===== src/verilog/lsuPkg.sv =====
package lsuPkg;

  localparam int AddrWidth = 32;  // byte address
  localparam int DataWidth = 32;
  localparam int Func3Width = 3;

  // access-size codes as carried in func3
  localparam logic [Func3Width-1:0] F3Byte = 3'd0;
  localparam logic [Func3Width-1:0] F3Half = 3'd1;
  localparam logic [Func3Width-1:0] F3Word = 3'd2;
  localparam logic [Func3Width-1:0] F3ByteU = 3'd4;  // loads only
  localparam logic [Func3Width-1:0] F3HalfU = 3'd5;  // loads only

  // one request, sampled while reqValid is high
  typedef struct packed {
    logic isStore;
    logic [Func3Width-1:0] func3;
    logic [AddrWidth-1:0] addr;
    logic [DataWidth-1:0] wdata;
  } memReqT;

  typedef struct packed {
    logic fault;
    logic [DataWidth-1:0] rdata;  // zero for stores and faults
  } memRespT;

  // RAM write port
  // wordIdx is the full word address, the RAM decodes the low bits for its depth
  typedef struct packed {
    logic [DataWidth/8-1:0] byteEn;
    logic [DataWidth-1:0] lanes;
    logic [AddrWidth-3:0] wordIdx;
  } memWriteT;

  // travels alongside the RAM read for one cycle
  typedef struct packed {
    logic isLoad;
    logic fault;
    logic [1:0] offset;  // byte within the word
    logic [1:0] size;  // 0 byte, 1 half, 2 word
    logic isUnsigned;
  } stageMetaT;

endpackage


===== src/verilog/loadExtractor.sv =====
`timescale 1ns/1ps

module loadExtractor (
  input  lsuPkg::stageMetaT meta,
  input  logic [31:0] rdWord,
  output logic [31:0] rdata
);

  logic [31:0] shifted;
  logic fillByte;
  logic fillHalf;

  // addressed byte lands in bits 7:0
  assign shifted = rdWord >> {meta.offset, 3'b000};

  // sign bits, zero for lbu and lhu
  assign fillByte = !meta.isUnsigned && shifted[7];
  assign fillHalf = !meta.isUnsigned && shifted[15];

  always_comb begin
    if (!meta.isLoad || meta.fault) begin
      rdata = 32'b0;  // stores and refused accesses
    end else begin
      case (meta.size)
        2'd0: rdata = {{24{fillByte}}, shifted[7:0]};  // lb lbu
        2'd1: rdata = {{16{fillHalf}}, shifted[15:0]};  // lh lhu
        default: rdata = shifted;  // lw, offset is zero here
      endcase
    end
  end

endmodule


===== config.mk =====
export PLATFORM = sky130hd
export DESIGN_NAME = loadExtractor
export DESIGN_NICKNAME = d
export VERILOG_FILES = /design/src/verilog/lsuPkg.sv /design/src/verilog/loadExtractor.sv
export SDC_FILE = /design/constraint.sdc
export NUM_CORES = 1
export LEC_CHECK = 0
export BUFFER_PORTS_ARGS = -buffer_cell sky130_fd_sc_hd__buf_2
export CELL_PAD_IN_SITES_DETAIL_PLACEMENT = 0
export CELL_PAD_IN_SITES_GLOBAL_PLACEMENT = 1
export CORE_ASPECT_RATIO = 1.5
export CORE_MARGIN = 8
export CORE_UTILIZATION = 24
export DETAILED_ROUTE_END_ITERATION = 10
export PLACE_DENSITY_LB_ADDON = 0.1
export SYNTH_ARGS = -nofsm -noshare
export SYNTH_HDL_FRONTEND = slang
export SYNTH_SLANG_ARGS = --single-unit

===== constraint.sdc =====
create_clock -name vclk -period 1.6
set_clock_uncertainty 0.2 [all_clocks]
set_input_delay 0.16 -clock vclk [all_inputs]
set_output_delay 0.16 -clock vclk [all_outputs]
set_load 0.01 [all_outputs]

Yosys cells after proc, flatten, opt, wreduce, memory -nomap -nowiden
Index checks and enable logic that the tools add are counted.

storage, ports and cells
  bits in registers = 0
  bits of input ports = 39
  output and inout port bits = 32

cells by class
  equal/unequal tests = 1
  shift-type cells = 1
  muxes and demuxes = 2
  reductions and logical operators = 6

operators by type and width
  cell                  count
  $pmux W32 S2          1
  $mux W32              1
  $shr A32 B5 Y32       1
  $eq A2 B1 Y1 const B  1
  $logic_and A1 B1 Y1   2
  $logic_not A1 Y1      2
  $logic_not A2 Y1      1
  $logic_or A1 B1 Y1    1

Depth between registers and ports, before layout
  depth in word-level cells = 4
  mapped depth = 6

Least setup slack after synthesis
No wires, ideal clock.

  kind = input to output
  start = input meta[3] (netlist name)
  end = output rdata[24]
  arrival time = 1.249 ns
  slack = -0.009 ns
  cell stages on the path = 5
  path through = buf_6 > mux2_4 > or3_4 > o2111a_4 > a21o_1

on the way
  longest elaborated chain between the ends = 4
  elaborated cells on any way between the ends = 5
  classes of those cells = 1 x shift; 2 x mux; 2 x reduce/logical

RTL lines
  item                                           line                                      RTL
  start: declaration                             loadExtractor.sv:4                        input lsuPkg::stageMetaT meta,
  $shr A32 B5 Y32 *                              loadExtractor.sv:14                       assign shifted = rdWord >> {meta.offset, 3'b000};
  $logic_and A1 B1 Y1, on equally long branches  loadExtractor.sv:18, loadExtractor.sv:17
  $pmux W32 S2 *                                 loadExtractor.sv:24                       case (meta.size)
  $mux W32 *                                     loadExtractor.sv:21                       if (!meta.isLoad || meta.fault) begin
  end: declaration                               loadExtractor.sv:6                        output logic [31:0] rdata

Every way passes the cells marked *; elsewhere a longest branch is shown, timed or not.

Final worst setup path
  start = input meta[3] (netlist name)
  end = output rdata[25]

The elaborated chain is that of the path after synthesis.

==> impl_metrics.tcl <==
set metrics [dict create \
    vias 1086 \
    grt.total_usage 0.139 \
    synthAdderAreaFrac 0 \
    synth_area_per_cell_um2 7.09 \
    start_kind "primary input" \
    setup_tns_ps -2490 \
    dieArea_mm2 0.00514 \
    slew_violations 0 \
    vdd_drop_max_uv 151 \
    die_h_um 83.9 \
    io_buffers 71 \
    worst_slack_ps -155 \
    syn_area_um2 737 \
    pwr-share-clk 0 \
    syn_inst 104 \
    drt_drc_violations_left 0 \
    seq_area_frac_synth 0 \
    holdWs_ps 442 \
    startpoint "meta[3]" \
    totalWireLength_mm 3.59 \
    p_int_uw 158 \
    register_area_um2 0 \
    dp_hpwl_mm 3.07 \
    pwr-share-comb 1.000 \
    overflow 0 \
    worstPathArrival_ps 1400 \
    finalSetupViolCount 24 \
    dr.pass1.iters 4 \
    area_delta_synth_final_pct 76.7 \
    layout_min_cycle_time_ps 1760 \
    timing.final.crit_share 1.10 \
    power.switching_uw 165 \
    num-fill-cells 323 \
    nets 225 \
    totalPowerFinal_uw 323 \
    crit_path_max_fanout 8 \
    synth_cell_type_count 24 \
    crit_type "primary input to output pin" \
    hp-start "rdWord[26]" \
    syn-num-nets 143 \
    ant_nets 0 \
    dp.cells 223 \
    swShare 0.510 \
    vias_per_cell 4.87 \
    max-cap-violations 0 \
    synth_warnings 0 \
    fmax_ghz 0.570 \
    diodes 0 \
    tightest_slew_ps 322 \
    design.seq.count 0 \
    violations "setup timing" \
    wire_per_inst_um 16.1 \
    synth-xor-area-share 0 \
    drive_above_1_share 0.533 \
    p_per_area_mw_per_mm2 248 \
    p_leak_nw 0.776 \
    muxShareOfSynthArea 0.267 \
    dr.first_iter.drc_count 12 \
    synth-simple-area-share 0.211 \
    gp_congestion 0.771 \
    num_io_pins 71 \
    row_count 24 \
    pwr-share-seq 0 \
    cts_hold_buf 0 \
    cp-end-kind "output pin" \
    initial_core_util 0.253 \
    hold_violations 0 \
    grt_pass1_wl_mm 5.80 \
    slew_headroom 0.786 \
    die_w_um 61.2 \
    holdCritPathClass "primary input to output pin" \
    synth_compound_area_frac 0.453 \
    outcome "complete, but fails checks" \
    dpl_cell_area_mm2 0.00123 \
    synth_top_family_by_area "compound AO/OA/AOI/OAI gates" \
    final_cells 223 \
    clockBufferCount 0 \
    grt_pass1_vias 1164 \
    core-area_mm2 0.00291 \
    fin_area_mm2 0.00130 \
    antenna_found_initial 0 \
    worst_ep_required_time_ps 1240 \
    rsz0062_at_grt "yes" \
    grt_max_degree 18 \
]
path summary, 6_finish.rpt:
check / cells after the start / end / slack [ps]
setup / recovery: 6 / rdata[25] / -160
hold / removal: 3 / rdata[26] / 440
cell families after synthesis:
| logic type | after synthesis |
|---|---|
| AO/OA/AOI/OAI | 50 |
| buffers and inverters | 10 |
| AND/OR/NAND/NOR | 25 |
| multiplexers | 19 |
timing repair:
action	4_1_cts	5_1_grt
buffers inserted	0	0
pin swaps	1	0
gates resized for setup	19	3
endpoints found under the setup margin	24	25
layer usage:
layer  global-route usage  share of wire
met4                    0              0
met1                0.152           0.37
met5                    0              0
met2                0.272           0.56
met3               0.0185          0.071
critical path: stages:
cell and delay [ps]:
buf_8 100, mux2_4 300, or3_4 350, o2111a_4 180, a21o_1 160, buf_2 130
synth_stat cells (3+ instances only):
library cell	count	share of area
o21ai_0	17	0.12
mux2i_1	17	0.23
clkbuf_1	3	0.015
buf_2	5	0.034
nor2b_1	8	0.068
and3_1	7	0.059
a21o_1	8	0.081
a211oi_1	14	0.14
a21oi_1	8	0.054
nor2_1	3	0.015
power by group through the flow:
stage	logic, mW	clock network [mW]	registers (mW)
final	0.323	0	0
after global routing	0.354	0	0
after CTS	0.323	0	0
after detailed placement	0.301	0	0
after global placement	0.294	0	0
after floorplan	0.155	0	0
area by class of cell:
class	instances	area [µm²]	area share
multi-input combinational	94	736	0.565
timing repair buffer	89	514	0.395
tap	39	48.8	0.0375
inverter	1	3.75	0.00288
placed cells by master, fill, tap and decap left out, types with 3 or more instances in the layout:
master and count:
nor2_1 3, a211oi_1 14, nor2b_1 8, and3_1 7, a21oi_1 7, o21ai_1 9
a21o_1 8, o21ai_0 8, buf_6 3, mux2i_1 15, buf_2 69, buf_4 16
stage by stage:
| stage | setup slack, ps | utilization |
|---|---|---|
| global placement | -198 | 0.422 |
| CTS | -162 | 0.442 |
| finish | -155 | 0.447 |
| global route | -203 | 0.447 |
| detailed placement | -280 | 0.422 |
| floorplan | -5.70 | - |
Power figures use the tool's default switching activity.
