==> src/verilog/storeAligner.sv <==
`timescale 1ns/1ps

module storeAligner (
  input  logic [1:0] size,
  input  logic [1:0] offset,
  input  logic [31:0] wdata,
  output logic [3:0] byteEn,
  output logic [31:0] lanes
);

  logic [31:0] sized;
  logic [3:0] baseMask;
  logic [3:0] lowBit;

  // keep only the bytes the access carries
  always_comb begin
    case (size)
      2'd0: begin
        sized = {24'b0, wdata[7:0]};  // sb
        baseMask = 4'b0001;
      end
      2'd1: begin
        sized = {16'b0, wdata[15:0]};  // sh
        baseMask = 4'b0011;
      end
      default: begin
        sized = wdata;  // sw
        baseMask = 4'b1111;
      end
    endcase
  end

  // move into the lanes picked by the low address bits
  assign lanes = sized << {offset, 3'b000};
  assign byteEn = baseMask << offset;  // spill past byte 3 is a fault upstream

  assign lowBit = byteEn & (~byteEn + 4'd1);

  // adding the lowest set bit clears a contiguous run entirely
  maskContiguous: assert final (
    (byteEn != 4'b0000) && (((byteEn + lowBit) & byteEn) == 4'b0000)
  ) else $error("byte enable mask %b is not contiguous", byteEn);

endmodule
==> config.mk <==
export PLATFORM = sky130hd
export DESIGN_NAME = storeAligner
export DESIGN_NICKNAME = d
export VERILOG_FILES = /design/src/verilog/storeAligner.sv
export SDC_FILE = /design/constraint.sdc
export NUM_CORES = 1
export LEC_CHECK = 0
export ABC_AREA = 0
export BUFFER_PORTS_ARGS = -buffer_cell sky130_fd_sc_hd__buf_2
export CORE_MARGIN = 1
export CORE_UTILIZATION = 23
export DETAILED_ROUTE_END_ITERATION = 8
export PLACE_DENSITY = 0.57
export RECOVER_POWER = 50
export SETUP_SLACK_MARGIN = 0.3
export SLEW_MARGIN = 10
export SYNTH_ARGS = -nofsm -noshare
export SYNTH_HDL_FRONTEND = slang
export SYNTH_SLANG_ARGS = --single-unit
==> constraint.sdc <==
create_clock -name vclk -period 1.66
set_input_delay 0.249 -clock vclk [all_inputs]
set_output_delay 0.249 -clock vclk [all_outputs]
set_load 0.02 [all_outputs]
**Word level (Yosys, flattened, before mapping)**

Cells that the tools add are included.
W data, S select, Z words.

- Input port bits: 36
- Output and inout port bits: 36
- Register bits: 0
- Logic and storage cells: 6

- Shifts and indexed selects: 2
- Multiplexer cells: 2
- Eq/ne operators: 1
- Reduce and logical (&&, ||, !) cells: 1

Operators by type and width:

| cell | number |
|---|---|
| $pmux W32 S2 | 1 |
| $shl A32 B5 Y32 | 1 |
| $pmux W4 S2 | 1 |
| $shl A4 B2 Y4 | 1 |
| $eq A2 B1 Y1 const B | 1 |
| $logic_not A2 Y1 | 1 |

**Logic depth before layout (Yosys ltp)**

Gate-level depths: netlist of run 1.

- Word-level depth: 3
- Gate-level depth with buffers: 5
- Depth with buffers taken out: 3

**Least setup slack after synthesis of run 1**

OpenSTA, ideal clock, no wires.

- Path type: input -> output
- From: input port offset[0]
- To: output port lanes[0]
- Slack: 248 ps
- Path buffers: 1
- Data required time: 1411 ps
- Stages on the path: 3
- Arrival: 1163 ps
- Cell sequence: buf_2 -> nor2_1 -> and2_1

- Word-level cells in the longest chain between the ends: 1

Ends and longest elaborated chain:

| what | line | source |
|---|---|---|
| from (decl) | 5 | `input logic [1:0] offset,` |
| $shl A32 B5 Y32 | 34 | `assign lanes = sized << {offset, 3'b000};` |
| to (decl) | 8 | `output logic [31:0] lanes` |

No other way between the ends.

**Worst setup path after layout of run 1**

- From: input port offset[0]
- To: output port lanes[29]

Same word-level chain as after synthesis.

==> results.yml, run 1 <==
status:
  run_status: "completed"
grt:
  grt_overflow_total: 0
  grt_pass1_wl_mm: 4.00
  grt_pass1_vias: 886
  grt_start_max_net_pins: 21
  track_usage_pct: 18.7
  antenna_found_initial: 0
final_layout:
  final_nets: 196
  layout_commonest_cell: "buf_2"
  nClkBuffers: 0
  area_growth_pct: 114
  regArea_sq_um: 0
  antenna_cells: 0
  mostFrequentLayoutCells: "buf_2 (49), a22oi_1 (14), clkbuf_1 (11)"
  drive_gt1_share_pct: 58.2
  design.seq.count: 0
pwr:
  finalPower_w: 0.000424
  power_density_nw_per_um2: 340
  ir_worst_vdd_uv: 171
  p_leak_nw: 0.597
timing:
  relSlewSlack_pct: 75.5
  min_period_ns: 1.44
  finalMaxSlewViolations: 0
  rsz0062_at_grt: "true"
  max_clock_freq_ghz: 0.697
  setup_viol: 0
  post-route-period-util_pct: 86.5
  hold_viol: 0
  tightest_slew_ns: 0.367
  fin_setup_tns_ns: 0
job:
  drv_cap: 0
place:
  dp_hpwl_mm: 1.90
  port_buffers: 72
  globalplace.congestion: 0.770
worst_setup_path:
  critical-path-slowest-cell: "bufbuf_16"
  critPathKind: "in2out"
  worstPathCellList: "buf_8 > bufbuf_16 > a22oi_1 > o22ai_1 > clkbuf_1"
  path_buf_inv: 3
  arrival_ns: 1.19
  cpLargestDelayFamily: "buffers and inverters"
  max_stage_delay_ns: 0.27
  cp_data_required_time_ns: 1.41
  end_kind: "output port"
  critPathLaunchType: "primary input"
  crit_path_max_fanout: 10
detailed_routing:
  wirelength_mm: 2.83
  ant_nets: 0
  via_per_inst: 5.28
  drt-initial-drc-count: 18
  vias: 983
  post_drt_wl_per_cell_um: 15.2
  drc: 0
  drtPass1Iterations: 4
clock_tree:
  hold_buffers: 0
die:
  row_count: 17
  die_h_um: 52.3
  die_w_um: 52.3
  dieArea_sq_um: 2730
  placeableCoreArea_sq_um: 2300
  num_io_pins: 72
  start_util_pct: 25.3
yosys:
  yosysUniqueCellTypes: 22
  synthAdderAreaFrac_pct: 0
  syn_avg_cell_area_sq_um: 6.84
  synthCells: 85
  synth_top_family_by_area: "compound AO/OA/AOI/OAI gates"
  muxShareOfSynthArea_pct: 13.8
  synthesis.area_sq_um: 582
  yosys.area_share.simple_pct: 30.3
  synthXorXnorAreaFrac_pct: 0
  synth.net_count: 121
  yosys_warnings: 0
  yosysSeqAreaShare_pct: 0
  synth_compound_area_share_pct: 45.4
min_path:
  hp-class: "in2out"
## through the flow
stage | hold WS [ns] | setup WS, ns | utilization (%) | cells | area [sq um]
after floorplan | 0.564 | 0.314 | - | 85 | 584
after global placement | 0.836 | 0.0345 | 42.3 | 181 | 972
after detailed placement | 0.839 | 0.0499 | 42.3 | 181 | 972
after CTS | 0.810 | 0.275 | 53.4 | 185 | 1230
after global routing | 0.819 | 0.181 | 54.2 | 186 | 1250
final | 0.809 | 0.225 | 54.2 | 186 | 1250
## per-layer routing
metal  global-route usage (%)  wire [um]
met2                     34.2       1440
met4                     1.75          6
met1                     24.5       1170
met5                        0          0
met3                     1.16        211
## worst paths after layout
kind / startpoint / to / slack [ns] / cells past startpoint
setup / recovery: offset[0] / lanes[29] / 0.22 / 5
hold / removal: wdata[9] / lanes[17] / 0.81 / 3
## Yosys cell counts (2+ instances only)
master,n,share of area [%]
buf_2,4,3.4
o22ai_1,8,8.6
a22oi_1,16,21
o2bb2ai_1,7,11
and2_1,8,8.6
nor2_1,10,6.5
buf_6,2,3.9
mux2i_1,8,14
nor2b_1,9,9.7
## where the power goes
group          internal, W  switching, W  total [W]
sequential               0             0          0
clock                    0             0          0
combinational     0.000194      0.000230   0.000424
total             0.000194      0.000230   0.000424
## cell families (layout without fill, tap and decap cells)
family / after synthesis / after routing
mux: 8 / 8
buf+inv: 10 / 82
simple gates: 32 / 33
compound gates: 35 / 35
## cell type report
class | instances | area [sq um]
repair buffers | 81 | 559
inverters | 1 | 8.76
well taps | 28 | 35.0
multi-input cells | 76 | 643
fillers | 234 | 1050
## timing repair
item / in CTS / in global routing
gates resized for setup: 49 / 13
buffers inserted: 2 / 0
gates cloned: 2 / 1
pin swaps: 4 / 0
endpoints found under the setup margin: 25 / 25
endpoints found under the hold margin: 0 / 0
Power figures use the tool's default switching activity.
==> run 2, diff against run 1 <==
--- a/config.mk
+++ b/config.mk
@@ -8,12 +8,13 @@
 export ABC_AREA = 0
 export BUFFER_PORTS_ARGS = -buffer_cell sky130_fd_sc_hd__buf_2
 export CORE_MARGIN = 1
-export CORE_UTILIZATION = 23
+export CORE_UTILIZATION = 30
 export DETAILED_ROUTE_END_ITERATION = 8
-export PLACE_DENSITY = 0.57
+export PLACE_DENSITY = 0.72
 export RECOVER_POWER = 50
 export SETUP_SLACK_MARGIN = 0.3
 export SLEW_MARGIN = 10
 export SYNTH_ARGS = -nofsm -noshare
 export SYNTH_HDL_FRONTEND = slang
 export SYNTH_SLANG_ARGS = --single-unit
+export TNS_END_PERCENT = 30
==> results.yml, run 2 (synthesis gave the netlist of run 1 again) <==
status:
  run_status: "completed"
place:
  globalplace.congestion: 0.701
  port_buffers: 72
  dp_hpwl_mm: 1.81
job:
  drv_cap: 0
worst_setup_path:
  end_kind: "output port"
  endpoint: "lanes[27]"
  crit_path_max_fanout: 5
  crit_start: "size[0]"
  cp_data_required_time_ns: 1.41
  arrival_ns: 1.18
  critPathLaunchType: "primary input"
  critPathKind: "in2out"
final_layout:
  design.seq.count: 0
  layout_commonest_cell: "buf_2"
  antenna_cells: 0
  drive_gt1_share_pct: 54.4
  post-route-util_pct: 65.5
  nClkBuffers: 0
  area_growth_pct: 98.7
  final_nets: 196
  mostFrequentLayoutCells: "buf_2 (45), clkbuf_1 (14), buf_4 (12)"
  regArea_sq_um: 0
timing:
  fin_setup_tns_ns: 0
  tightest_slew_ns: 0.345
  relSlewSlack_pct: 77.0
  hold_viol: 0
  setup_viol: 0
  min_period_ns: 1.43
  max_clock_freq_ghz: 0.698
  post-route-period-util_pct: 86.4
  rsz0062_at_grt: "true"
  finalMaxSlewViolations: 0
detailed_routing:
  via_per_inst: 5.49
  vias: 1004
  post_drt_wl_per_cell_um: 14.5
  ant_nets: 0
  drtPass1Iterations: 4
  drt-initial-drc-count: 15
  wirelength_mm: 2.66
  drc: 0
grt:
  grt_pass1_wl_mm: 3.62
  grt_pass1_vias: 850
  grt_start_max_net_pins: 12
  antenna_found_initial: 0
  grt_overflow_total: 0
  track_usage_pct: 22.5
die:
  dieArea_sq_um: 2120
  placeableCoreArea_sq_um: 1760
  die_h_um: 46.0
  row_count: 15
  start_util_pct: 33.0
  num_io_pins: 72
  die_w_um: 46.0
pwr:
  finalPower_w: 0.000397
  ir_worst_vdd_uv: 157
  p_leak_nw: 0.550
  power_density_nw_per_um2: 344
min_path:
  hp-class: "in2out"
clock_tree:
  hold_buffers: 0
==> run 2: routing by layer <==
layer	routed length, um	vias to the layer above	track usage (%)
li1	-	476	-
met3	178	0	0.794
met5	0	-	0
met4	0	0	1.18
met1	1100	481	25.8
met2	1380	47	46.5
==> run 2: power breakdown <==
group | internal (W) | switching, W
clock network | 0 | 0
registers | 0 | 0
logic | 0.000177 | 0.000221
==> run 2: worst max-delay path, stage by stage <==
cell     delay [ns]
buf_6          0.10
or2_4          0.27
a22oi_1        0.24
o22ai_1        0.15
buf_4          0.17
==> run 2: worst min path at each step <==
stage	from	to	slack, ns	cells past startpoint
after CTS	wdata[10]	lanes[18]	0.82	3
after global placement	wdata[14]	lanes[22]	0.84	3
after global routing	wdata[15]	lanes[23]	0.84	3
after floorplan	offset[1]	byteEn[0]	0.56	1
after detailed placement	wdata[12]	lanes[20]	0.84	3
final	wdata[15]	lanes[23]	0.81	3
==> run 2: per-stage QoR <==
step                      std cells  instance area [sq um]  setup WS (ns)  hold WS (ns)
after floorplan                  85                    584          0.314         0.564
after global placement          180                    983          0.133         0.839
after detailed placement        180                    983          0.111         0.837
after CTS                       182                   1100          0.289         0.823
after global routing            183                   1160          0.168         0.841
final                           183                   1160          0.226         0.813
==> run 2: cell type report <==
class,instances,area [sq um]
fillers,165,608
inverters,1,5.00
multi-input cells,76,611
well taps,25,31.3
repair buffers,81,509
==> run 2: what timing repair did <==
action / CTS / global route
endpoints found under the setup margin: 24 / 29
pin swaps: 4 / 6
gates resized for setup: 19 / 26
gates cloned: 2 / 0
buffers inserted: 0 / 1
