===== src/verilog/lsuPkg.sv =====
package lsuPkg;

  localparam int AddrWidth = 32;  // byte address
  localparam int DataWidth = 32;
  localparam int Func3Width = 3;

  // access-size codes as carried in func3
  localparam logic [Func3Width-1:0] F3Byte = 3'd0;
  localparam logic [Func3Width-1:0] F3Half = 3'd1;
  localparam logic [Func3Width-1:0] F3Word = 3'd2;
  localparam logic [Func3Width-1:0] F3ByteU = 3'd4;  // loads only
  localparam logic [Func3Width-1:0] F3HalfU = 3'd5;  // loads only

  // one request, sampled while reqValid is high
  typedef struct packed {
    logic isStore;
    logic [Func3Width-1:0] func3;
    logic [AddrWidth-1:0] addr;
    logic [DataWidth-1:0] wdata;
  } memReqT;

  typedef struct packed {
    logic fault;
    logic [DataWidth-1:0] rdata;  // zero for stores and faults
  } memRespT;

  // RAM write port
  // wordIdx is the full word address, the RAM decodes the low bits for its depth
  typedef struct packed {
    logic [DataWidth/8-1:0] byteEn;
    logic [DataWidth-1:0] lanes;
    logic [AddrWidth-3:0] wordIdx;
  } memWriteT;

  // travels alongside the RAM read for one cycle
  typedef struct packed {
    logic isLoad;
    logic fault;
    logic [1:0] offset;  // byte within the word
    logic [1:0] size;  // 0 byte, 1 half, 2 word
    logic isUnsigned;
  } stageMetaT;

endpackage


===== src/verilog/lsuControl.sv =====
`timescale 1ns/1ps

module lsuControl #(
  parameter int DepthWords = 1024
) (
  input  logic clk,
  input  logic arstN,
  input  logic reqValid,
  input  lsuPkg::memReqT req,
  input  logic [3:0] byteEn,
  input  logic [31:0] lanes,
  output logic [1:0] alignSize,
  output logic [1:0] alignOffset,
  output lsuPkg::memWriteT memWrite,
  output logic [$clog2(DepthWords)-1:0] rdIdx,
  output lsuPkg::stageMetaT meta,
  output logic respValid,
  output logic respFault
);
  import lsuPkg::*;

  localparam int IdxWidth = $clog2(DepthWords);
  localparam logic [AddrWidth-3:0] DepthLimit = (AddrWidth-2)'(DepthWords);

  logic [AddrWidth-3:0] wordAddr;
  logic [1:0] offset;
  logic [1:0] size;
  logic [2:0] accessBytes;
  logic func3Ok;
  logic aligned;
  logic inRange;
  logic fault;
  logic doWrite;

  assign wordAddr = req.addr[AddrWidth-1:2];
  assign offset = req.addr[1:0];
  assign size = req.func3[1:0];  // low func3 bits encode the size

  // legal codes differ by direction
  always_comb begin
    case (req.func3)
      F3Byte, F3Half, F3Word: func3Ok = 1'b1;
      F3ByteU, F3HalfU: func3Ok = !req.isStore;  // no unsigned stores
      default: func3Ok = 1'b0;
    endcase
  end

  always_comb begin
    case (size)
      2'd0: accessBytes = 3'd1;
      2'd1: accessBytes = 3'd2;
      default: accessBytes = 3'd4;
    endcase
  end

  // must stay inside one word, sum is at most 7
  assign aligned = ({1'b0, offset} + accessBytes) <= 3'd4;
  assign inRange = wordAddr < DepthLimit;
  assign fault = !(func3Ok && aligned && inRange);

  assign doWrite = reqValid && req.isStore && !fault;

  assign alignSize = size;
  assign alignOffset = offset;

  assign memWrite.byteEn = doWrite ? byteEn : 4'b0000;  // loads and faults write nothing
  assign memWrite.lanes = lanes;
  assign memWrite.wordIdx = wordAddr;

  assign rdIdx = wordAddr[IdxWidth-1:0];  // read always, result dropped if unused

  // the single pipeline stage
  always_ff @(posedge clk or negedge arstN) begin
    if (!arstN) begin
      respValid <= 1'b0;
      meta <= '0;
    end else begin
      respValid <= reqValid;
      if (reqValid) begin
        meta.isLoad <= !req.isStore;
        meta.fault <= fault;
        meta.offset <= offset;
        meta.size <= size;
        meta.isUnsigned <= req.func3[2];
      end
    end
  end

  assign respFault = meta.fault;

  // every request answers on the next edge with the fault it was judged to have
  respFollowsReq: assert property (
    @(posedge clk) disable iff (!arstN)
    reqValid |=> respValid && (respFault == $past(fault))
  ) else $error("response missing or fault flag lost for the previous request");

endmodule


===== config.mk =====
export PLATFORM = sky130hd
export DESIGN_NAME = lsuControl
export DESIGN_NICKNAME = d
export VERILOG_FILES = /design/src/verilog/lsuPkg.sv /design/src/verilog/lsuControl.sv
export SDC_FILE = /design/constraint.sdc
export NUM_CORES = 1
export LEC_CHECK = 0
export ABC_AREA = 1
export BUFFER_PORTS_ARGS = -buffer_cell sky130_fd_sc_hd__buf_2
export CAP_MARGIN = 20
export CORE_AREA = 3 3 74 76
export CTS_BUF_LIST = sky130_fd_sc_hd__clkbuf_4 sky130_fd_sc_hd__clkbuf_8 sky130_fd_sc_hd__clkbuf_16
export DETAILED_ROUTE_END_ITERATION = 6
export DIE_AREA = 0 0 77 79
export PLACE_DENSITY_LB_ADDON = 0.15
export SETUP_SLACK_MARGIN = 0.15
export SYNTH_ARGS = -nofsm -noshare
export SYNTH_HDL_FRONTEND = slang
export SYNTH_SLANG_ARGS = --single-unit

===== constraint.sdc =====
create_clock -name clk -period 2.7 [get_ports clk]
set_clock_uncertainty 0.2 [all_clocks]
set_input_delay 0.54 -clock clk [delete_from_list [all_inputs] [get_ports clk]]
set_output_delay 0.54 -clock clk [all_outputs]
set_load 0.02 [all_outputs]

# Yosys cells after proc, flatten, opt, wreduce, memory -nomap -nowiden
# Cells that the tools add are included.
# classes
n_addsub	1
magnitude_cmp	2
eq_ne	5
mux	3
reduce_logical	10
# op_table
cell	n
30-bit by 11-bit < comparator with 1-bit output (second input constant)	1
3-bit equality test (second input constant)	2
3-bit one-hot mux with 2 select lines	1
1-bit logical AND	4
4-bit two-way mux	1
2-bit by 3-bit adder with 3-bit output	1
3-bit by 1-bit equality test with 1-bit output (second input constant)	1
3-bit by 2-bit equality test with 1-bit output (second input constant)	1
3-bit less-or-equal comparator (second input constant)	1
3-bit zero test	1
3-bit OR reduction	1
2-bit by 1-bit equality test with 1-bit output (second input constant)	1
1-bit zero test	2
2-bit zero test	1
1-bit one-hot mux with 2 select lines	1
2-bit OR reduction	1
# totals
register_bits	8
inputBits	107
out_inout_bits	89
word_cells	27

# Depth between registers and ports, before layout
# Gate-level depths: netlist of the first run.
# depth
word_depth	8
depth_mapped	11
ltp_nobuf	11

# Worst setup path before layout of the first run
# No wires, ideal clock.
# synth_path
kind	input-to-output
start	input port req[65] (netlist bit)
end	output port memWrite[62] (netlist bit)
arrival_ns	1.916
required_ns	1.960
setup_slack_ns	0.044
stages	10
n_path_buf	0
cell_sequence	nor2_1 ha_1 inv_1 fa_1 nand2_1 nand3_2 inv_1 nor2_2 nand3_2 nor2_1
# synth_rtl
element	line_no	text
from (decl)	lsuControl.sv:9	input lsuPkg::memReqT req,
to (decl)	lsuControl.sv:14	output lsuPkg::memWriteT memWrite,

==> impl.org, run 1 <==
** Job
- Number of max-cap violations :: 0

** Die
- The die covers roughly 0.0061 mm2.
- Measured along the y axis, the die boundary spans 79 um.
- The floorplan has 25 rows.
- Number of top-level pins :: 196
- From left edge to right edge, the die measures roughly 77 um.
- For this configuration, the core starts out at a cell density of 0.229.
- The total area inside the core boundary comes to 0.00479 mm2.

** Finish
- Layout cells sized above 1 :: 0.611
- Layout area overhead :: 9.60%
- Area of the multi-input gates :: 335 um2
- Sequential cell area :: 200 um2
- The finished cells cover 0.00120 mm2.
- The number of antenna diodes in the final layout is 0.
- # fillers :: 529
- For this run, the post-layout net count is 273.

** Worst setup path
- Endpoint kind of the worst setup timing path :: output pin
- Following the worst setup path forward leads to its endpoint at memWrite[65].
- The worst setup path is launched from an input port.
- The worst setup path is of the in2out kind.
- Crit-path max FO :: 4
- Depth of the most critical reg-to-reg path :: 2
- Setup slack on the worst reg-to-reg path comes out at 1880 ps.
- The largest single stage delay on the critical path is about 460 ps.
- Arrival time of data at the critical path endpoint :: between 2000 and 2500 ps
- Reg-to-reg endpoint :: respFault$_DFFE_PN0P_
- Data required time of the worst path :: 1960 ps
- The slowest stage of the critical path is the fa_1 cell.
- Launching point of the worst reg2reg path :: respFault$_DFFE_PN0P_
- Most common cell type on the critical path :: nor2_4
- The most critical setup path has its startpoint at req[64].
- Traced cell by cell, the critical path runs through buf_8 -> nor2_4 -> ha_4 -> inv_2 -> fa_1 -> nand2_1 -> nand3_2 -> inv_2 -> nor2_4 -> nand3_4 -> nor2_4 -> buf_6.

** Routing
- Post-DRT Antenna Nets :: 0
- Using the TritonRoute via totals, the vias-per-cell ratio works out to 3.61.
- Total Routed Length :: 2750 um
- Initial drt markers :: 19
- Total via count in the routed design :: a little over 800
- Before antenna repair, the detailed router went through 2 iterations.
- For this run, design rule violations remaining after detail routing come to 0.
- In the final routed layout, each cell accounts on average for 12.0 um.

** Placement
- Routability cong. :: 0.641
- In this run the tool buffered the top-level ports with 69 buffer cells.
- Summing all placed instances gives a cell area of between 0.001 and 0.0015 mm2.
- The wire-length estimate of the detail-placed layout is between 2000 and 2500 um.

** Power
- Of the total power, the share spent switching nets is 0.324.
- Clock power frac :: 0.316
- P_leak :: 0.666 nW
- Power spread over the standard cell area amounts to 372 mW/mm2.
- The share of total power dissipated in sequential elements is 0.303.
- Highest ir drop seen on vdd :: 0.0820 mV
- Cell internal power was estimated by the tool at around 0.0003 W.
- Sw power :: approximately 0.00014 W
- Combinational Power Share :: 0.381

** Clocking
- Insertion delay of the later-clocked pin in the worst-skew pair :: 220 ps
- TritonCTS built the clock tree.
- CTS max path bufs :: 2
- CTS built an H-tree with a depth of 1.
- Clock input transition at the sequential cells of the worst setup and hold paths :: 40 ps
- Total number of clock tree sinks :: 8
- The tree is rooted in a clkbuf_8.
- CTS Buf Count :: 3

** STA
- Counting I/O delays and the setup requirement, the final critical path takes 2750 ps.
- Across all setup checks in the final design, the least slack found is -50.3 ps.
- Worst-case hold slack :: around 260 ps
- Setup repair after global routing could not meet its margin everywhere.
- The number of pins exceeding their max-slew limit in the final report was 0.
- Count of final setup violators :: 4
- Max-slew headroom :: 0.862
- Slew at the pin with the worst max-slew slack :: 206 ps
- Achievable frequency :: 0.364 GHz
- Final Cycle Share :: 1.02
- Final hold violation count :: 0

** Global route
- Entering global routing, the biggest net connects 9 pins.
- Via count of the first global-routing pass :: 848
- Total gr overflow :: 0
- Global-route wire length before repair :: 4080 um
- Tot GR Track Use :: 0.0824
- Number of antenna violations at the first check in global routing :: 0

** Synthesis
- Instance count of the mapped netlist :: 154
- Cell area after synthesis :: 0.00109 mm2
- The largest total area in the synthesized netlist belongs to buf_4.
- Synthesis inferred 8 register bits.
- The share of synthesized area in the top cell type comes to 0.528.
- In this run the mean area of a mapped cell was 7.11 um2.
- Counting every net in the synthesized netlist gives 263.
- In the post-synthesis netlist, the biggest area contributors are buf_4 53%, dfrtp_1 18%, nand2_1 7.9%.
- Sequential element share of the synthesized area :: 0.183
- Unique masters post-synth :: 12
- Yosys printed 0 warnings.

** Status
- Violations in the final reports :: negative setup slack
- Result of the run :: complete, but fails checks

** Worst hold path
- Tightest Hold Check Type :: reg2reg
-- cells in the final DEF, fill, tap and decap left out, drive strengths merged --
master       instances
o21ai                4
nand2               23
dfrtp                8
and2                 2
clkbuf               3
nand3                4
dlygate4sd3          1
ha                   1
fa                   1
inv                 14
buf                 81
nor2                20
-- through the flow --
| stage | TNS (ps) | power, W | utilization | setup slack, ps | cells |
|---|---|---|---|---|---|
| 5_1_grt | -458 | 0.000483 | 0.251 | -109 | 229 |
| 2_1_floorplan | 0 | 0.000347 | - | 117 | 154 |
| 3_3_place_gp | -680 | 0.000279 | 0.215 | -181 | 217 |
| 4_1_cts | -372 | 0.000451 | 0.248 | -112 | 229 |
| 6_report | -183 | 0.000446 | 0.251 | -50.3 | 229 |
| 3_5_place_dp | -760 | 0.000281 | 0.215 | -200 | 217 |
-- power by group through the flow --
stage	registers, W	clock network [W]	logic [W]
floorplan	0.000149	0	0.000198
global placement	0.000137	0	0.000142
detailed placement	0.000137	0	0.000144
CTS	0.000135	0.000146	0.000170
global route	0.000136	0.000160	0.000186
finish	0.000135	0.000141	0.000170
-- synthesized netlist by cell type --
library cell  number
o21ai_0            4
nor2_2             3
ha_1               1
dfrtp_1            8
nand3_1            2
fa_1               1
nor2_1            17
inv_1             14
and2_0             2
buf_4             77
nand3_2            2
nand2_1           23
-- per-layer routing --
metal / global-route usage / part of all wire / wire (um) / up-vias
li1: - / - / - / 398
met2: 0.163 / 0.55 / 1510 / 57
met5: 0 / 0 / 0 / -
met1: 0.0753 / 0.32 / 866 / 358
met3: 0.0317 / 0.12 / 332 / 14
met4: 0.0320 / 0.015 / 40 / 0
-- logic make-up (layout without fill, tap and decap cells) --
group / after synthesis / in the layout / share of synthesized area
flops: 8 / 8 / 0.183
fa+ha+maj: 2 / 2 / 0.0297
compound gates: 4 / 4 / 0.0183
simple gates: 49 / 49 / 0.193
buf+inv: 91 / 99 / 0.576
-- cell type report --
type,count,share of cell area
clock buffer,3,0.0344
inverter,14,0.0438
multi-input combinational,55,0.279
sequential,8,0.167
tap,67,0.0699
timing repair buffer,82,0.406
-- registers in the layout, indices dropped and copies added (netlist names) --
register and cells:
respValid 1, meta 6, respFault 1
-- critical path, delay by kind of cell --
family,cells,cell delay (ps)
fa+ha+maj,2,590
simple gates,6,570
buf+inv,4,290
-- worst min path at each step --
stage                              from  slack, ps             endpoint  cells past startpoint
finish              meta[3]$_DFFE_PN0P_        260  meta[3]$_DFFE_PN0P_                      2
global route        meta[1]$_DFFE_PN0P_        310  meta[1]$_DFFE_PN0P_                      2
CTS                 meta[3]$_DFFE_PN0P_        270  meta[3]$_DFFE_PN0P_                      2
detailed placement                arstN        200  meta[3]$_DFFE_PN0P_                      1
global placement                  arstN        190  meta[3]$_DFFE_PN0P_                      1
floorplan                         arstN         40  meta[0]$_DFFE_PN0P_                      0
-- repair_timing --
action                                  in CTS  in global routing
pin swaps                                    9                  4
hold buffers                                 1                  0
setup buffers                                8                  0
gates resized for setup                     14                  3
endpoints found under the setup margin       4                  5
endpoints found under the hold margin        8                  0
Note: power is estimated with default switching activity, not from simulation.
==> run 2, diff against run 1 <==
--- a/config.mk
+++ b/config.mk
@@ -6,7 +6,7 @@
 export NUM_CORES = 1
 export LEC_CHECK = 0
 export ABC_AREA = 1
-export BUFFER_PORTS_ARGS = -buffer_cell sky130_fd_sc_hd__buf_2
+export BUFFER_PORTS_ARGS = -buffer_cell sky130_fd_sc_hd__clkbuf_2
 export CAP_MARGIN = 20
 export CORE_AREA = 3 3 74 76
 export CTS_BUF_LIST = sky130_fd_sc_hd__clkbuf_4 sky130_fd_sc_hd__clkbuf_8 sky130_fd_sc_hd__clkbuf_16
==> impl.org, run 2 (same netlist as run 1, synthesis figures left out) <==
** Power
- The static leakage was 0.649 nW (-2.5%).
- The cell-internal power is 0.000284 W (-5.9%).
- Sw power :: 0.000137 W (-5.0%)
- The maximum VDD drop was 0.0838 mV (+2.1%).
- The part of the total power dissipated in sequential elements was 0.322 (+0.019).
- The combinational cell fraction of total power is 0.349 (-0.032).
- Ratio of total power to cell area :: 364 mW/mm2 (-2.1%)
- The switching power share of the total was 0.326 (+0.00202).
- The clock network fraction of total power is 0.329 (+0.013).

** Die
- Die ar. :: 0.00608 mm2 (unchanged)
- The height of the chip is 79 um (unchanged).
- The boundary pin count came to 196 (unchanged).
- The starting density of the core is 0.229 (unchanged).
- The number of rows in the core area came to 25 (unchanged).
- Core footprint :: 0.00479 mm2 (unchanged)
- Horiz. Die Dim :: 77 um (unchanged)

** STA
- Final-report max-slew violation count :: 0 (unchanged)
- Shortest clock period the worst path allows after layout :: 2790 ps (+41.0 ps)
- The relative slew slack is 0.861 (-0.00135).
- Count of final setup violators :: 4 (unchanged)
- The ratio of final minimum period to clock period was 1.03 (+0.0152).
- Setup repair after global routing could not meet its margin everywhere.
- The final worst-path setup slack is -91.3 ps (-41.0 ps).
- The top achievable clock speed was 0.358 GHz (-1.5%).
- The slew of the pin with the lowest slew margin was 208 ps (+2.03 ps).
- The total negative slack for setup checks was -316 ps (-133 ps).
- The final hold violation count came to 0 (unchanged).

** Worst setup path
- Slack of the worst reg-to-reg path :: 1860 ps (-20 ps)
- The worst setup path is captured at an output pin.
- The arrival time at the worst endpoint came to 2050 ps (+40 ps).
- The startpoint identified for the worst register-to-register timing path is respFault$_DFFE_PN0P_.
- The required time reported for the critical path endpoint came to 1960 ps (about the same).
- Critical Path Source :: req[64]
- Type of the setup path with the least slack :: in2out
- Crit-path max FO :: 4 (unchanged)
- Nature of the critical path startpoint :: input port

** Global route
- Tot GR Track Use :: 0.0793 (-0.00315)
- The global-route met2 utilization is 0.154 (-0.00871).
- Number of antenna violations at the first check in global routing :: 0 (unchanged)
- Maximum number of pins on one net before global-route repair :: 9 (unchanged)
- The overall overflow remaining after global route is 0 (unchanged).
- Global routing met1 resource utilization :: 0.0690 (-0.00626)
- The number of global-route vias before repair came to 816 (-3.8%).
- The global routing stage identified its most utilized layer as met2.
- Global-route wire length before repair :: 3970 um (-2.7%)
- The global routing usage on met3 was 0.0351 (+0.00340).

** Worst hold path
- The tightest min-delay check is of the reg2reg type.
- In this run the most critical hold path is launched from meta[3]$_DFFE_PN0P_.

** Clocking
- CTS max path bufs :: 2 (unchanged)
- The clock latency at the later pin of the worst-skew pair was 220 ps (about the same).
- The sink count of the clock tree is 8 (unchanged).
- The H-tree depth was 1 (unchanged).
- TritonCTS clock tree :: built
- The number of setup buffers added after CTS was 0 (-8).
- The clock-pin transition on the worst setup and hold timing paths was 40 ps (about the same).
- CTS Buf Count :: 3 (unchanged)
- The root buffer cell chosen for the clock tree is clkbuf_8.

** Placement
- The half-perimeter wire length after placement came to 2370 um (about the same).
- The worst-case setup slack after placement was -198 ps (+1.79 ps).
- The total of buffers placed on input and output ports was 69 (unchanged).
- The placer congestion estimate is 0.659 (+2.9%).

** Status
- Result of the run :: complete, but fails checks
- Violations in the final reports :: negative setup slack

** Routing
- Total via count in the routed design :: 797 (-3.6%)
- Wire length per cell :: 11.7 um (-2.2%)
- The final antenna-violating net count was 0 (unchanged).
- Iteration count of the initial detailed-routing pass :: 4 (+2)
- Total Routed Length :: 2610 um (-5.2%)
- The remaining routing DRC violations came to 0 (unchanged).
- Initial drt markers :: 21 (+2)
- The per-cell via count in the routed design was 3.59 (-0.59%).

** Finish
- Relative to the synthesized area, the layout overhead comes to 5.71%.
- The antenna diode count came to 0 (unchanged).
- The total number of nets in the final design was 266 (-2.6%).
- Most used cells in the layout excluding fill and tap cells :: 63 x clkbuf_2, 23 x nand2_1, 12 x inv_1, 12 x nor2_1, 8 x dfrtp_1
- The number of filler cells placed in the layout was 558 (+5.5%).
- The flip-flop count of the largest register after layout is 6 (unchanged).
- Layout cells sized above 1 :: 0.581 (-0.0305)
- The library cell used most frequently in the layout, excluding fill and tap cells, is clkbuf_2.
- Counting flops per register, the top entry is meta.

** Job
- Number of max-cap violations :: 0 (unchanged)
[run 2: changes by cell type in the layout (fill, tap and decap cells not counted), sizes merged]
| cell | delta |
|---|---|
| buf | -70 |
| clkbuf | +63 |
[run 2: area by class of cell]
| type | count | area [um2] | area share |
|---|---|---|---|
| multi-input combinational | 55 | 327 | 0.282 |
| clock buffer | 3 | 41.3 | 0.0357 |
| sequential | 8 | 200 | 0.173 |
| timing repair buffer | 75 | 453 | 0.391 |
| tap | 67 | 83.8 | 0.0724 |
| inverter | 14 | 52.6 | 0.0454 |
[run 2: worst paths after layout]
check                                   endpoint  cells after the start
hold / removal               meta[3]$_DFFE_PN0P_                      2
setup reg to reg           respFault$_DFFE_PN0P_                      2
hold reg to reg              meta[3]$_DFFE_PN0P_                      2
max in group asynchronous    respValid$_DFF_PN0_                      2
min in group asynchronous    meta[3]$_DFFE_PN0P_                      2
setup / recovery                    memWrite[62]                     12
[run 2: power by group through the flow]
stage	Clock [W]	Sequential [W]	Combinational (W)
6_report	0.000139	0.000136	0.000147
5_1_grt	0.000154	0.000137	0.000163
4_1_cts	0.000143	0.000136	0.000149
3_5_place_dp	0	0.000137	0.000144
3_3_place_gp	0	0.000137	0.000143
2_1_floorplan	0	0.000149	0.000198
[run 2: what timing repair did]
item | in CTS | in global routing
pin swaps | 7 | 4
hold buffers | 1 | 0
endpoints found under the setup margin | 4 | 4
gates resized for setup | 12 | 6
endpoints found under the hold margin | 8 | 0
cloned | 0 | 0
[run 2: critical path, cell delays in order]
cell and delay (ps):
buf_8 100, nor2_4 110, ha_4 130, inv_2 30
fa_1 470, nand2_1 70, nand3_2 70, inv_2 40
nor2_4 90, nand3_4 130, nor2_4 150, buf_8 120
[run 2: metrics by stage]
| stage | power [W] | util | hold slack, ps | std cells | cell area [um2] |
|---|---|---|---|---|---|
| finish | 0.000421 | 0.242 | 266 | 222 | 1160 |
| global placement | 0.000280 | 0.216 | 195 | 218 | 1040 |
| CTS | 0.000428 | 0.240 | 274 | 222 | 1150 |
| detailed placement | 0.000281 | 0.216 | 198 | 218 | 1040 |
| floorplan | 0.000347 | - | 44.4 | 154 | 1150 |
| global route | 0.000454 | 0.242 | 304 | 222 | 1160 |
[run 2: routing by layer]
layer  part of all wire  wire [um]
met1               0.31        799
met4              0.018         48
met3               0.14        359
met2               0.54       1400
met5                  0          0
==> run 3, diff against run 2 <==
--- a/config.mk
+++ b/config.mk
@@ -8,10 +8,13 @@
 export ABC_AREA = 1
 export BUFFER_PORTS_ARGS = -buffer_cell sky130_fd_sc_hd__clkbuf_2
 export CAP_MARGIN = 20
-export CORE_AREA = 3 3 74 76
+export CELL_PAD_IN_SITES_DETAIL_PLACEMENT = 0
+export CELL_PAD_IN_SITES_GLOBAL_PLACEMENT = 1
+export CORE_ASPECT_RATIO = 1.25
+export CORE_MARGIN = 3
+export CORE_UTILIZATION = 15
 export CTS_BUF_LIST = sky130_fd_sc_hd__clkbuf_4 sky130_fd_sc_hd__clkbuf_8 sky130_fd_sc_hd__clkbuf_16
 export DETAILED_ROUTE_END_ITERATION = 6
-export DIE_AREA = 0 0 77 79
 export PLACE_DENSITY_LB_ADDON = 0.15
 export SETUP_SLACK_MARGIN = 0.15
 export SYNTH_ARGS = -nofsm -noshare
==> impl.org, run 3 (same netlist as run 1, synthesis figures left out) <==
** Status
- The run finished, with violations left.
- Violations in the final reports :: negative setup slack

** Power
- The power dissipated by switching net loads was 0.000141 W (+2.7%).
- The maximum VDD drop was 0.127 mV (+52%).
- P_leak :: 0.650 nW (about the same)
- Internal Pwr Total :: 0.000286 W (+0.63%)
- The combinational cell fraction of total power is 0.350 (about the same).
- The switching power share of the total came to 0.330 (+0.00460).
- Clock power frac :: 0.332 (+0.003)
- The part of the total power dissipated in sequential elements came to 0.318 (-0.004).
- The power per cell area is 360 mW/mm2 (-1.1%).

** Global route
- Via count of the first global-routing pass :: 745 (-8.7%)
- Maximum number of pins on one net before global-route repair :: 9 (unchanged)
- Global routing met3 resource utilization :: 0.0125 (-0.0227)
- Global-route wire length before repair :: 3490 um (-12%)
- Tot GR Track Use :: 0.0536 (-0.0257)
- The global-route met2 utilization was 0.0951 (-0.0591).
- The met1 usage came to 0.0554 (-0.0136).
- The initial antenna violation count was 0 (unchanged).
- The overall overflow remaining after global route was 0 (unchanged).
- Busiest grt layer :: met2

** Routing
- Iteration count of the initial detailed-routing pass :: 2 (-2)
- The per-cell via count in the routed design came to 3.26 (-9.2%).
- The remaining routing DRC violations was 0 (unchanged).
- Wire length per cell :: 10.5 um (-11%)
- Post-DRT Antenna Nets :: 0 (unchanged)
- The routed wire length came to 2570 um (-1.5%).
- Initial drt markers :: 13 (-38%)
- The total via count in the routed design is 799 (+0.25%).

** Worst setup path
- The count of buffering cells on the critical path with inverters included came to 4 (unchanged).
- The peak fanout along the critical path was 4 (unchanged).
- Type of the setup path with the least slack :: in2out
- Critical-path cell with the highest stage delay :: fa_1
- The most numerous cell type found on the critical path is nor2_4.
- Data required time of the worst path :: 1960 ps (about the same)
- The longest individual stage delay on the worst path was 480 ps (about the same).
- The kind of cell with the highest combined delay along the critical path is simple AND/OR/NAND/NOR gates.
- Cell-by-cell listing of the critical path :: buf_8 -> nor2_4 -> ha_4 -> inv_2 -> fa_1 -> nand2_1 -> nand3_2 -> inv_2 -> nor2_4 -> nand3_4 -> nor2_4 -> buf_8
- Arrival time of data at the critical path endpoint :: 2060 ps (about the same)
- The register-to-register setup slack was 1870 ps (about the same).
- Nature of the critical path startpoint :: input port
- Endpoint kind of the worst setup timing path :: output pin

** STA
- Worst-case hold slack :: 283 ps (+17.5 ps)
- The time the worst path needs with I/O delays and setup is 2800 ps (+9.90 ps).
- Final-report max-slew violation count :: 0 (unchanged)
- The number of failing setup endpoints in the final timing report is 4 (unchanged).
- The total negative slack for setup checks came to -369 ps (-52.8 ps).
- Final hold violation count :: 0 (unchanged)
- Max-slew headroom :: 0.856 (-0.00472)
- Achievable frequency :: 0.357 GHz (-0.35%)
- Final Cycle Share :: 1.04 (+0.00367)
- The slew of the pin with the lowest slew margin was 215 ps (+7.31 ps).
- Unrepaired setup endpoints after global routing :: true
- The final worst-path setup slack came to -101 ps (-9.90 ps).

** Job
- Number of max-cap violations :: 0 (unchanged)

** Clocking
- Total number of H-tree levels :: 1 (unchanged)
- CTS max path bufs :: 2 (unchanged)
- The sink count of the clock tree was 8 (unchanged).
- The clock latency at the later pin of the worst-skew pair is 220 ps (about the same).
- Setup bufs post-CTS :: 0 (unchanged)
- Master cell of the clock root buffer :: clkbuf_8
- CTS Buf Count :: 3 (unchanged)
- TritonCTS built the clock tree.
- Clock input transition at the sequential cells of the worst setup and hold paths :: 40 ps (about the same)

** Placement
- Dpl ws :: -240 ps (-42.3 ps)
- The placer congestion estimate was 0.603 (-8.6%).
- The total of buffers placed on input and output ports was 69 (unchanged).
- Post-DP HPWL :: 2250 um (-4.9%)

** Finish
- Counting flops per register, the top entry is meta.
- Layout area overhead :: 8.34%
- The utilization after layout came to 0.169 (-0.0728).
- Leaving out fill and tap cells, the most frequent cell in the layout is clkbuf_2.
- Largest register FFs :: 6 (unchanged)
- The number of filler cells placed in the layout was 806 (+44%).
- Leaving out fill and tap cells, the most frequent cells in the layout are 63 x clkbuf_2, 23 x nand2_1, 12 x inv_1, 12 x nor2_1, 8 x dfrtp_1.
- The total number of nets in the final design is 266 (unchanged).
- Layout cells sized above 1 :: 0.581 (unchanged)
- The antenna diode count is 0 (unchanged).

** Die
- Vertical extent of the die :: 102 um (+29%)
- The total die area came to 0.00837 mm2 (+38%).
- The number of rows in the core area is 34 (+36%).
- The chip width came to 82.4 um (+7.0%).
- Number of top-level pins :: 196 (unchanged)
- The area inside the core boundary came to 0.00702 mm2 (+47%).
- Starting Density :: 0.156 (-0.0728)

** Worst hold path
- The path class of the tightest hold or removal check is reg2reg.
==> run 3: layer usage <==
| metal | vias up | routed length (um) |
|---|---|---|
| met5 | - | 0 |
| met4 | 0 | 84 |
| met3 | 17 | 351 |
| met2 | 62 | 1250 |
| met1 | 331 | 876 |
| li1 | 389 | - |
==> run 3: what timing repair did <==
item	CTS	global route
pin swaps	8	5
endpoints found under the hold margin	8	0
gates resized for setup	12	6
hold buffers	1	0
setup endpoints to repair	4	4
==> run 3: area by class of cell <==
type                       instances  area [um2]  share of cell area
inverter                          14        52.6              0.0443
multi-input combinational         55         327               0.275
clock buffer                       3        41.3              0.0348
timing repair buffer              75         453               0.382
sequential                         8         200               0.169
tap                               90         113              0.0949
==> run 3: worst paths after layout <==
kind | startpoint | endpoint | depth (start not counted)
setup / recovery | req[64] | memWrite[62] | 12
hold / removal | meta[3]$_DFFE_PN0P_ | meta[3]$_DFFE_PN0P_ | 2
setup reg to reg | meta[4]$_DFFE_PN0P_ | meta[4]$_DFFE_PN0P_ | 2
hold reg to reg | meta[3]$_DFFE_PN0P_ | meta[3]$_DFFE_PN0P_ | 2
max in group asynchronous | arstN | respFault$_DFFE_PN0P_ | 2
min in group asynchronous | arstN | meta[4]$_DFFE_PN0P_ | 2
==> run 3: worst register-to-register path: cells and delay by family, from the launching register on <==
kind             cells  cell delay, ps
AO/OA/AOI/OAI        1              80
flip-flops           1             370
AND/OR/NAND/NOR      1              60
==> run 3: power by group through the flow <==
stage / Clock [W] / Sequential [W] / Combinational, W
after floorplan: 0 / 0.000149 / 0.000198
after global placement: 0 / 0.000138 / 0.000147
after detailed placement: 0 / 0.000138 / 0.000147
after CTS: 0.000147 / 0.000136 / 0.000153
after global routing: 0.000154 / 0.000137 / 0.000166
final: 0.000142 / 0.000136 / 0.000149
==> run 3: per-stage QoR <==
step	cell area, um2	total power, W	instances
5_1_grt	1190	0.000457	245
6_report	1190	0.000427	245
4_1_cts	1180	0.000435	245
3_5_place_dp	1060	0.000285	241
3_3_place_gp	1060	0.000284	241
2_1_floorplan	1150	0.000347	154
